File: src/common/mdu_config.svh
`ifndef MDU_CONFIG_SVH
`define MDU_CONFIG_SVH

// datapath width.
`define MDU_XLEN 32

// width of the decode tag carried alongside an operation.
`define MDU_TAG_W 8

// opcode field width.
`define MDU_OP_W 3

// multiplier latency from acceptance to valid_o.
`define MDU_MUL_LAT 2

// divider latency: load, one iteration per bit, fixup.
`define MDU_DIV_LAT 34

`endif

File: src/common/mdu_pkg.sv
`include "mdu_config.svh"

package mdu_pkg;

    // operand / result word.
    typedef logic [`MDU_XLEN-1:0] word_t;

    // one bit wider than a word, for sign extension and partial remainders.
    typedef logic [`MDU_XLEN:0] word_ext_t;

    // opaque decode info travelling with the request.
    typedef logic [`MDU_TAG_W-1:0] mdu_tag_t;

    typedef enum logic [`MDU_OP_W-1:0] {
        MDU_MUL   = 3'd0,
        MDU_MULH  = 3'd1,
        MDU_MULHU = 3'd2,
        MDU_DIV   = 3'd3,
        MDU_DIVU  = 3'd4,
        MDU_MOD   = 3'd5,
        MDU_MODU  = 3'd6
    } mdu_op_e;

    // divider sequencer.
    typedef enum logic [1:0] {
        DIV_IDLE = 2'd0,
        DIV_ITER = 2'd1,
        DIV_FIX  = 2'd2,
        DIV_DONE = 2'd3
    } div_state_e;

    // true for the ops that go to the multiplier.
    function automatic logic op_is_mul(input mdu_op_e op);
        return (op == MDU_MUL) || (op == MDU_MULH) || (op == MDU_MULHU);
    endfunction

endpackage

File: src/mdu/mdu_muler.sv
`timescale 1ns/1ps
`include "mdu_config.svh"

module mdu_muler import mdu_pkg::*; (
    input  logic    clk,
    input  logic    rst_n_i,
    input  logic    flush_i,

    input  mdu_op_e op_i,
    input  word_t   src_a_i,
    input  word_t   src_b_i,
    input  logic    valid_i,
    output logic    ready_o,

    output word_t   result_o,
    output logic    valid_o,
    input  logic    ready_i
);

    logic      sign_ext;
    logic      take_high;
    word_ext_t a_ext, b_ext;

    word_ext_t a_s1_q, b_s1_q;
    logic      high_s1_q;
    logic      s1_valid_q;
    logic      advance;

    logic signed [2*`MDU_XLEN+1:0] prod;
    word_t     result_q;

    // only MULHU treats the operands as unsigned.
    assign sign_ext  = (op_i != MDU_MULHU);
    assign take_high = (op_i != MDU_MUL);
    assign a_ext     = {sign_ext & src_a_i[`MDU_XLEN-1], src_a_i};
    assign b_ext     = {sign_ext & src_b_i[`MDU_XLEN-1], src_b_i};

    assign ready_o = ~s1_valid_q & ~valid_o;
    assign advance = s1_valid_q & (~valid_o | ready_i);

    always_ff @(posedge clk or negedge rst_n_i) begin
        if (!rst_n_i) begin
            s1_valid_q <= 1'b0;
            valid_o    <= 1'b0;
        end else if (flush_i) begin
            s1_valid_q <= 1'b0;
            valid_o    <= 1'b0;
        end else begin
            if (valid_i && ready_o) begin
                s1_valid_q <= 1'b1;
            end else if (advance) begin
                s1_valid_q <= 1'b0;
            end

            if (advance) begin
                valid_o <= 1'b1;
            end else if (ready_i) begin
                valid_o <= 1'b0; // consumed.
            end
        end
    end

    // stage one: extended operands and half select.
    always_ff @(posedge clk) begin
        if (valid_i && ready_o) begin
            a_s1_q    <= a_ext;
            b_s1_q    <= b_ext;
            high_s1_q <= take_high;
        end
    end

    assign prod = $signed(a_s1_q) * $signed(b_s1_q);

    // stage two: product half, held until read.
    always_ff @(posedge clk) begin
        if (advance) begin
            result_q <= high_s1_q ? prod[2*`MDU_XLEN-1:`MDU_XLEN]
                                  : prod[`MDU_XLEN-1:0];
        end
    end

    assign result_o = result_q;

    a_result_hold: assert property (@(posedge clk) disable iff (!rst_n_i)
        (valid_o && !ready_i) |=> $stable(result_o));

endmodule

File: src/mdu/mdu_diver.sv
`timescale 1ns/1ps
`include "mdu_config.svh"

module mdu_diver import mdu_pkg::*; (
    input  logic    clk,
    input  logic    rst_n_i,
    input  logic    flush_i,

    input  mdu_op_e op_i,
    input  word_t   src_a_i,
    input  word_t   src_b_i,
    input  logic    valid_i,
    output logic    ready_o,

    output word_t   result_o,
    output logic    valid_o,
    input  logic    ready_i
);

    // load and fixup take one cycle each.
    localparam int ITERS = `MDU_DIV_LAT - 2;
    localparam int CNT_W = $clog2(ITERS);

    div_state_e       state_q;
    logic [CNT_W-1:0] cnt_q;
    logic             accept;

    logic  is_signed, is_rem;
    logic  a_neg, b_neg;
    word_t abs_a, abs_b;

    word_t quo_q, rem_q, dvs_q, dvd_q, result_q;
    logic  q_neg_q, r_neg_q, is_rem_q, dvs_zero_q, ovf_q;

    word_ext_t             shifted;
    logic [`MDU_XLEN+1:0]  trial;
    logic                  fits;
    word_t                 quo_fix, rem_fix;

    assign ready_o = (state_q == DIV_IDLE);
    assign valid_o = (state_q == DIV_DONE);
    assign accept  = valid_i & ready_o;

    assign is_signed = (op_i == MDU_DIV) || (op_i == MDU_MOD);
    assign is_rem    = (op_i == MDU_MOD) || (op_i == MDU_MODU);
    assign a_neg     = is_signed & src_a_i[`MDU_XLEN-1];
    assign b_neg     = is_signed & src_b_i[`MDU_XLEN-1];
    assign abs_a     = a_neg ? (~src_a_i + 1'b1) : src_a_i;
    assign abs_b     = b_neg ? (~src_b_i + 1'b1) : src_b_i;

    // restoring step on magnitudes.
    assign shifted = {rem_q, quo_q[`MDU_XLEN-1]};
    assign trial   = {1'b0, shifted} - {2'b00, dvs_q};
    assign fits    = ~trial[`MDU_XLEN+1];

    always_ff @(posedge clk or negedge rst_n_i) begin
        if (!rst_n_i) begin
            state_q <= DIV_IDLE;
            cnt_q   <= '0;
        end else if (flush_i) begin
            state_q <= DIV_IDLE;
        end else begin
            case (state_q)
                DIV_IDLE: begin
                    if (accept) begin
                        state_q <= DIV_ITER;
                        cnt_q   <= CNT_W'(ITERS - 1);
                    end
                end
                DIV_ITER: begin
                    cnt_q <= cnt_q - 1'b1;
                    if (cnt_q == '0) begin
                        state_q <= DIV_FIX;
                    end
                end
                DIV_FIX:  state_q <= DIV_DONE;
                DIV_DONE: begin
                    if (ready_i) begin
                        state_q <= DIV_IDLE;
                    end
                end
                default:  state_q <= DIV_IDLE;
            endcase
        end
    end

    // signs, zero divisor and overflow are resolved here.
    always_comb begin
        quo_fix = q_neg_q ? (~quo_q + 1'b1) : quo_q;
        rem_fix = r_neg_q ? (~rem_q + 1'b1) : rem_q;
        if (dvs_zero_q) begin
            quo_fix = '1;
            rem_fix = dvd_q;
        end else if (ovf_q) begin
            quo_fix = dvd_q;
            rem_fix = '0;
        end
    end

    always_ff @(posedge clk) begin
        case (state_q)
            DIV_IDLE: begin
                if (accept) begin
                    quo_q      <= abs_a; // dividend shifts out of the top.
                    rem_q      <= '0;
                    dvs_q      <= abs_b;
                    dvd_q      <= src_a_i;
                    q_neg_q    <= a_neg ^ b_neg;
                    r_neg_q    <= a_neg;
                    is_rem_q   <= is_rem;
                    dvs_zero_q <= (src_b_i == '0);
                    ovf_q      <= is_signed && (src_a_i == {1'b1, {(`MDU_XLEN-1){1'b0}}})
                                  && (src_b_i == '1);
                end
            end
            DIV_ITER: begin
                rem_q <= fits ? trial[`MDU_XLEN-1:0] : shifted[`MDU_XLEN-1:0];
                quo_q <= {quo_q[`MDU_XLEN-2:0], fits};
            end
            DIV_FIX: begin
                result_q <= is_rem_q ? rem_fix : quo_fix;
            end
            default: begin
            end
        endcase
    end

    assign result_o = result_q;

    // a result only follows the fixup cycle.
    a_valid_after_fix: assert property (@(posedge clk) disable iff (!rst_n_i)
        $rose(valid_o) |-> $past(state_q) == DIV_FIX);

    a_flush_idle: assert property (@(posedge clk) disable iff (!rst_n_i)
        flush_i |=> state_q == DIV_IDLE);

endmodule

File: src/mdu/mdu.sv
`timescale 1ns/1ps
`include "mdu_config.svh"

module mdu import mdu_pkg::*; (
    input  logic     clk,
    input  logic     rst_n_i,
    input  logic     flush_i,

    input  mdu_op_e  op_i,
    input  word_t    src_a_i,
    input  word_t    src_b_i,
    input  mdu_tag_t tag_i,
    input  logic     valid_i,
    output logic     ready_o,

    output word_t    result_o,
    output mdu_tag_t tag_o,
    output logic     valid_o,
    input  logic     ready_i
);

    logic     accept;
    logic     is_mul;
    logic     held_mul;
    logic     busy_q;
    mdu_op_e  op_q;
    mdu_tag_t tag_q;

    logic     mul_valid, div_valid;
    logic     mul_ready, div_ready;
    logic     mul_valid_o, div_valid_o;
    word_t    mul_result, div_result;

    // one operation in flight, and nothing new while the sink stalls.
    assign ready_o = ~busy_q & ready_i;
    assign accept  = valid_i & ready_o;

    assign is_mul    = op_is_mul(op_i);
    assign mul_valid = accept & is_mul;
    assign div_valid = accept & ~is_mul;

    mdu_muler mdu_muler_i (
        .clk      (clk),
        .rst_n_i  (rst_n_i),
        .flush_i  (flush_i),
        .op_i     (op_i),
        .src_a_i  (src_a_i),
        .src_b_i  (src_b_i),
        .valid_i  (mul_valid),
        .ready_o  (mul_ready),
        .result_o (mul_result),
        .valid_o  (mul_valid_o),
        .ready_i  (ready_i)
    );

    mdu_diver mdu_diver_i (
        .clk      (clk),
        .rst_n_i  (rst_n_i),
        .flush_i  (flush_i),
        .op_i     (op_i),
        .src_a_i  (src_a_i),
        .src_b_i  (src_b_i),
        .valid_i  (div_valid),
        .ready_o  (div_ready),
        .result_o (div_result),
        .valid_o  (div_valid_o),
        .ready_i  (ready_i)
    );

    always_ff @(posedge clk or negedge rst_n_i) begin
        if (!rst_n_i) begin
            busy_q <= 1'b0;
            op_q   <= MDU_MUL;
        end else if (flush_i) begin
            busy_q <= 1'b0;
        end else if (accept) begin
            busy_q <= 1'b1;
            op_q   <= op_i;
        end else if (valid_o && ready_i) begin
            busy_q <= 1'b0; // result handed off.
        end
    end

    always_ff @(posedge clk) begin
        if (accept) begin
            tag_q <= tag_i;
        end
    end

    assign held_mul = op_is_mul(op_q);
    assign result_o = held_mul ? mul_result : div_result;
    assign valid_o  = held_mul ? mul_valid_o : div_valid_o;
    assign tag_o    = tag_q;

    // a unit holding a result must block new requests.
    a_no_accept_pending: assert property (@(posedge clk) disable iff (!rst_n_i)
        (mul_valid_o || div_valid_o) |-> !accept);

    a_tag_stable: assert property (@(posedge clk) disable iff (!rst_n_i || flush_i)
        (valid_o && !ready_i) |=> $stable(tag_o));

    // the busy flag keeps the steered unit free.
    a_unit_ready: assert property (@(posedge clk) disable iff (!rst_n_i)
        (!mul_valid || mul_ready) && (!div_valid || div_ready));

    a_mul_latency: assert property (@(posedge clk) disable iff (!rst_n_i)
        $rose(mul_valid_o) |-> $past(mul_valid, `MDU_MUL_LAT));

endmodule

File: src/source/mdu_top.sv
`timescale 1ns/1ps
`include "mdu_config.svh"

module mdu_top import mdu_pkg::*; (
    input  logic     clk,
    input  logic     rst_n_i,
    input  logic     flush_i,

    // request side.
    input  mdu_op_e  op_i,
    input  word_t    src_a_i,
    input  word_t    src_b_i,
    input  mdu_tag_t tag_i,
    input  logic     valid_i,
    output logic     ready_o,

    // result side.
    output word_t    result_o,
    output mdu_tag_t tag_o,
    output logic     valid_o,
    input  logic     ready_i
);

    mdu mdu_i (
        .clk      (clk),
        .rst_n_i  (rst_n_i),
        .flush_i  (flush_i),
        .op_i     (op_i),
        .src_a_i  (src_a_i),
        .src_b_i  (src_b_i),
        .tag_i    (tag_i),
        .valid_i  (valid_i),
        .ready_o  (ready_o),
        .result_o (result_o),
        .tag_o    (tag_o),
        .valid_o  (valid_o),
        .ready_i  (ready_i)
    );

endmodule

File: config.mk
export PLATFORM = sky130hd
export DESIGN_NAME = mdu_top
export DESIGN_NICKNAME = d
export VERILOG_FILES = /design/src/common/mdu_pkg.sv /design/src/mdu/mdu_muler.sv /design/src/mdu/mdu_diver.sv /design/src/mdu/mdu.sv /design/src/source/mdu_top.sv
export VERILOG_INCLUDE_DIRS = /design/src /design/src/common
export SDC_FILE = /design/constraint.sdc
export NUM_CORES = 2
export LEC_CHECK = 0
export ABC_AREA = 1
export BUFFER_PORTS_ARGS = -buffer_cell sky130_fd_sc_hd__buf_4
export CAP_MARGIN = 15
export CORE_MARGIN = 2
export CORE_UTILIZATION = 25
export CTS_BUF_LIST = sky130_fd_sc_hd__clkbuf_4
export CTS_CLUSTER_DIAMETER = 120
export DETAILED_ROUTE_END_ITERATION = 8
export GPL_TIMING_DRIVEN = 1
export SLEW_MARGIN = 10
export SYNTH_ARGS = -nofsm -noshare
export SYNTH_HDL_FRONTEND = slang
export SYNTH_HIERARCHICAL = 1
export SYNTH_SLANG_ARGS = --single-unit
File: constraint.sdc
create_clock -name clk -period 9 [get_ports clk]
set_input_delay 0.45 -clock clk [delete_from_list [all_inputs] [get_ports clk]]
set_output_delay 0.45 -clock clk [all_outputs]
set_load 0.005 [all_outputs]
Word-level counts from Yosys, hierarchy flattened:

Index checks and enable logic that the tools add are counted.
W data, S select, Z words.

* add/subtract/negate cells: 6
* multiply operators: 1
* div/mod/pow operators: 0
* $lt $le $gt $ge: 0
* equal/unequal tests: 17
* shift operators: 0
* multiplexer cells: 33
* bitwise gates (word level): 23
* reductions and logical operators: 25

Operator list (count)
* $mux W32: 14
* $add A32 B1 Y32 const B: 4
* $not A32 Y32: 4
* $pmux W32 S2: 2
* $eq A32 B32 Y1 const B: 2
* $mul A33 B33 Y64: 1
* $sub A33 B32 Y34: 1
* $logic_not A32 Y1: 1
* $reduce_bool A3 Y1: 4
* $and A1 B1 Y1: 11
* $mux W1: 10
* $pmux W5 S2: 1
* $eq A3 B2 Y1 const B: 3
* $mux W2: 4
* $pmux W2 S4: 1
* $eq A3 B1 Y1 const B: 2
* $eq A3 B3 Y1 const B: 2
* $logic_not A3 Y1: 2
* $logic_or A1 B1 Y1: 6
* $ne A3 B2 Y1 const B: 2
* $ne A3 B3 Y1 const B: 2
* $not A1 Y1: 6
* $reduce_and A2 Y1: 3
* $reduce_and A3 Y1: 2
* 11 further kinds: 15

* register bits after elaboration: 285
* bits in latches: 0
* memory bits (writable): 0
* ROM bits: 0
* logic and storage cells: 126
* memories: 0

Longest topological paths before layout:

* depth in word-level cells: 9
* gate-level depth with buffers: 35
* gate-level depth less buffers: 33

Modules after synthesis:

The synthesis kept the hierarchy.

By module, submodules not included
* mdu_muler: times used 1, cells an instance 5503, area an instance 44194.9 sq um
* mdu_diver: times used 1, cells an instance 2053, area an instance 13810.7 sq um
* mdu: times used 1, cells an instance 148, area an instance 952.2 sq um

Worst setup path after synthesis:

No wires, ideal clock.

* path type: register to register
* start: reg mdu_i.mdu_muler_i.a_s1_q[32]
* end: reg mdu_i.mdu_muler_i.result_q[30] (netlist: mdu_i/mdu_muler_i/result_o[30]), data pin
* setup time: 256 ps
* data arrival time: 6954 ps
* setup slack: 1791 ps
* cell stages (with the launch flop): 30
* path buffers: 1
* period minus slack after synthesis: 7209 ps
* cells stage by stage: edfxtp_1 clkbuf_1 nand2_1 inv_1 fa_1 inv_1 fa_1 inv_1 fa_1 inv_1 fa_1 fa_1 inv_1 fa_1 inv_1 fa_1 fa_1 inv_1 ha_1 nand2_1 nor2_1 inv_1 nor2_1 nand2_1 nor3_1 nand2_1 nand2_1 nand2_1 nand3_1 nand2_1

* cells in the longest elaborated chain, start to end: 2

RTL lines
* start: declaration: RTL line mdu_muler.sv:24 `word_ext_t a_s1_q, b_s1_q;`
* start signal: assignment: RTL line mdu_muler.sv:66 `a_s1_q <= a_ext;`
* $mul A33 B33 Y64: RTL line mdu_muler.sv:72 `assign prod = $signed(a_s1_q) * $signed(b_s1_q);`
* $mux W32: RTL line mdu_muler.sv:77 `` result_q <= high_s1_q ? prod[2*`MDU_XLEN-1:`MDU_XLEN] ``
* end signal: assignment: RTL line mdu_muler.sv:77
* end: declaration: RTL line mdu_muler.sv:30 `word_t result_q;`

Every way passes these cells.
A chain may end at the register's enable or synchronous reset.

Worst setup path after layout:

* start: reg mdu_i.mdu_muler_i.a_s1_q[23]
* end: reg mdu_i.mdu_muler_i.result_q[30] (netlist: mdu_i/mdu_muler_i/result_o[30]), data pin

Same word-level chain as after synthesis.

==> metrics.md <==
| Metric | Value |
|---|---|
| Status | `complete, no violations` |
| Largest net degree at the start of global routing | `65` |
| Register area share after synthesis | `14.4%` |
| Commonest cells after routing, fill and taps aside | `nand2_1 (2235), inv_1 (2131), fa_1 (1126)` |
| Area growth syn-to-layout | `11.4%` |
| IO Port Bufs | `121` |
| Initial antenna violation count | `23` |
| Worst-skew pair later-pin latency | `970 ps` |
| Total number of vias | `48874` |
| Layout Nets | `9268` |
| FF+latch area | `0.00849 mm2` |
| DRC errors left | `0` |
| DRT antenna net count | `0` |
| Hold path startpoint | `tag_i[0]` |
| Num CTS Buffers | `86` |
| Depth of the worst register-to-register path | `24` |
| Post-Layout Cell Count | `11032` |
| RSZ-0062 raised after global routing | `no` |
| Hold Path Class | `in -> reg` |
| Setup TNS Final | `0 ps` |
| All-layer global routing usage | `16.8%` |
| CTS-repair resized insts | `0` |
| Post-synth EDFFs | `272` |
| Fin crit share | `95.7%` |
| Ys Warns | `6` |
| I/O pin total | `122` |
| Die area | `0.240 mm2` |
| Asr flop ratio synth | `4.56%` |
| Initial core utilization | `25.1%` |
| Syn_nets | `9165` |
| Worst path arrival time | `9230 ps` |
| CP Class | `reg -> reg` |
| Vias in the first global route | `49599` |
| Post-synth top area cell | `fa_1` |
| Yosys reg bits | `285` |
| Final wirelength | `200000 um` |
| Max clock buf depth | `3` |
| CP Data Required Time | `9610 ps` |
| CTS Root Cell | `clkbuf_4` |
| DR vias/cell | `4.43` |
| Crit path launch type | `register` |
| Main flop type after synthesis | `edfxtp_1` |
| Worst R2R Start | `mdu_i/mdu_muler_i/a_s1_q[23]` |
| Placed insts | `10786` |
| Total grt overflow | `0` |
| Share of the synthesized area in the top cell type | `38.2%` |
| Clk_skew | `118 ps` |
| CTS tree | `done` |
| GP Congestion | `0.992` |
| TritonRoute pass-1 iters | `6` |
| Final-layout fill cell count | `25533` |
| DR iter-0 viols | `4512` |
| Period minus WS final | `8620 ps` |
| Distinct cells, synth | `51` |
| Chip height | `490 um` |
| MaxCap Viol Count | `0` |
| CP startpoint | `mdu_i/mdu_muler_i/a_s1_q[23]` |
| Layout Utilization | `28.0%` |
| Die W | `490 um` |
| Multi-input logic area | `0.0412 mm2` |
| Post-Synthesis Cells | `7704` |
| FMAX | `116 MHz` |
| Most common cell after layout, fill and taps aside | `nand2_1` |
| Wire length per cell | `18.2 um` |
| DP HPWL | `168000 um` |
| H-tree Lvls | `3` |
| Slew @ Worst Pin | `1240 ps` |
| Synth Cell Area | `0.0590 mm2` |
| Fin. max-slew vios | `0` |
| Synth area leaders | `fa_1 (38%), nand2_1 (14%), edfxtp_1 (14%)` |
| Fin. Hold Viols | `0` |
| Layout cells sized above 1 | `6.33%` |
| Reg clk slew, reported paths | `90 ps` |
| Cell count of the worst hold path | `2` |
| Core ar. | `0.235 mm2` |
| Max-slew headroom | `17.2%` |
| CP max FO | `14` |
| Num rows | `178` |
| Final Setup Violations | `0` |
| Critical Path Sink Type | `register` |
| First-pass GRT wire length | `306000 um` |
| Avg Inst Size Synth | `7.65 um2` |
| # clock sinks | `285` |
[timing repair]
action,in CTS,in global routing
hold buffers,82,0
buffers inserted,0,0
hold endpoints to repair,178,0
[metrics by stage]
step | area [um2] | hold slack [ps] | setup WS, ps
finish | 65700 | 269 | 383
global route | 65700 | 223 | 136
CTS | 65700 | 165 | 427
detailed placement | 63700 | 323 | 601
global placement | 63700 | 322 | 546
floorplan | 59000 | 154 | 1790
[worst max-delay path, stage by stage (launching register included)]
cell      delay (ps)
edfxtp_1        1180
buf_4            310
nand2_1           90
fa_1             490
fa_1             510
inv_1             50
fa_1             470
inv_1             60
fa_1             520
inv_1             60
fa_1             480
fa_1             520
fa_1             490
inv_1             50
fa_1             490
inv_1             60
ha_1             380
a21oi_1          310
o21ai_0          170
inv_1            100
nand2_1          100
a21oi_1          210
nand2_4          150
o21ai_0          840
nand2_1          160
[sequential cells by signal, indices dropped and copies added, names as in the netlist, 2 cells and up]
| name | flops |
|---|---|
| mdu_i/mdu_muler_i/result_o | 32 |
| mdu_i/mdu_muler_i/b_s1_q | 33 |
| mdu_i/mdu_diver_i/dvs_q | 32 |
| mdu_i/mdu_muler_i/a_s1_q | 33 |
| mdu_i/mdu_diver_i/dvd_q | 32 |
| mdu_i/mdu_diver_i/state_q | 2 |
| mdu_i/mdu_diver_i/quo_q | 32 |
| mdu_i/mdu_diver_i/rem_q | 32 |
| mdu_i/mdu_diver_i/cnt_q | 5 |
| mdu_i/tag_o | 8 |
| mdu_i/mdu_diver_i/result_o | 32 |
| mdu_i/op_q | 3 |
[metal layers]
metal / up-vias / global-route usage (%) / part of all wire, %
met1: 23923 / 23.3 / 42
met3: 312 / 2.75 / 9.1
met2: 2111 / 26.5 / 45
li1: 22522 / - / -
met5: - / 0 / 0.020
met4: 6 / 5.66 / 3.6
[final cells by class]
class	instances	area share (%)
Antenna cell	3	0.0114
Clock buffer	120	1.37
Clock inverter	40	0.415
Inverter	2145	12.3
Multi-Input combinational cell	4950	62.6
Sequential cell	285	12.9
Tap cell	3150	6.00
Timing Repair Buffer	339	4.37
[logic make-up after synthesis]
| logic type | share of synthesized area, % |
|---|---|
| and+or+nand+nor | 21.6 |
| adders and majority gates | 43.6 |
| AOI/OAI and AO/OA | 3.72 |
| DFF | 14.4 |
| xor gates and xnor gates | 0.832 |
| buffers and inverters | 15.8 |
[cell usage after synthesis (13+ instances only)]
cell	count
clkbuf_1	293
nor2_2	22
o21ai_0	156
fa_1	1126
a21oi_1	174
nand4_1	58
nand2_1	2235
nand2_2	21
o21bai_1	22
nor3_1	22
nor2_1	342
dfrtp_1	13
or2_2	13
nand3_1	327
edfxtp_1	272
xor2_1	50
nand3b_1	17
inv_1	2133
ha_1	255
buf_2	17
o21ai_1	13
[path summary, 6_finish.rpt]
kind                                                   to  slack, ps
hold / removal                             mdu_i/tag_o[0]        270
setup reg to reg           mdu_i/mdu_muler_i/result_o[30]        380
min in group asynchronous                   mdu_i/op_q[2]        760
setup / recovery           mdu_i/mdu_muler_i/result_o[30]        380
max in group asynchronous      mdu_i/mdu_diver_i/cnt_q[4]       7800
hold reg to reg                mdu_i/mdu_diver_i/cnt_q[4]        480
Power is not shown: default switching activity piles up to over one toggle a cycle in this logic, so the estimate is an artifact.
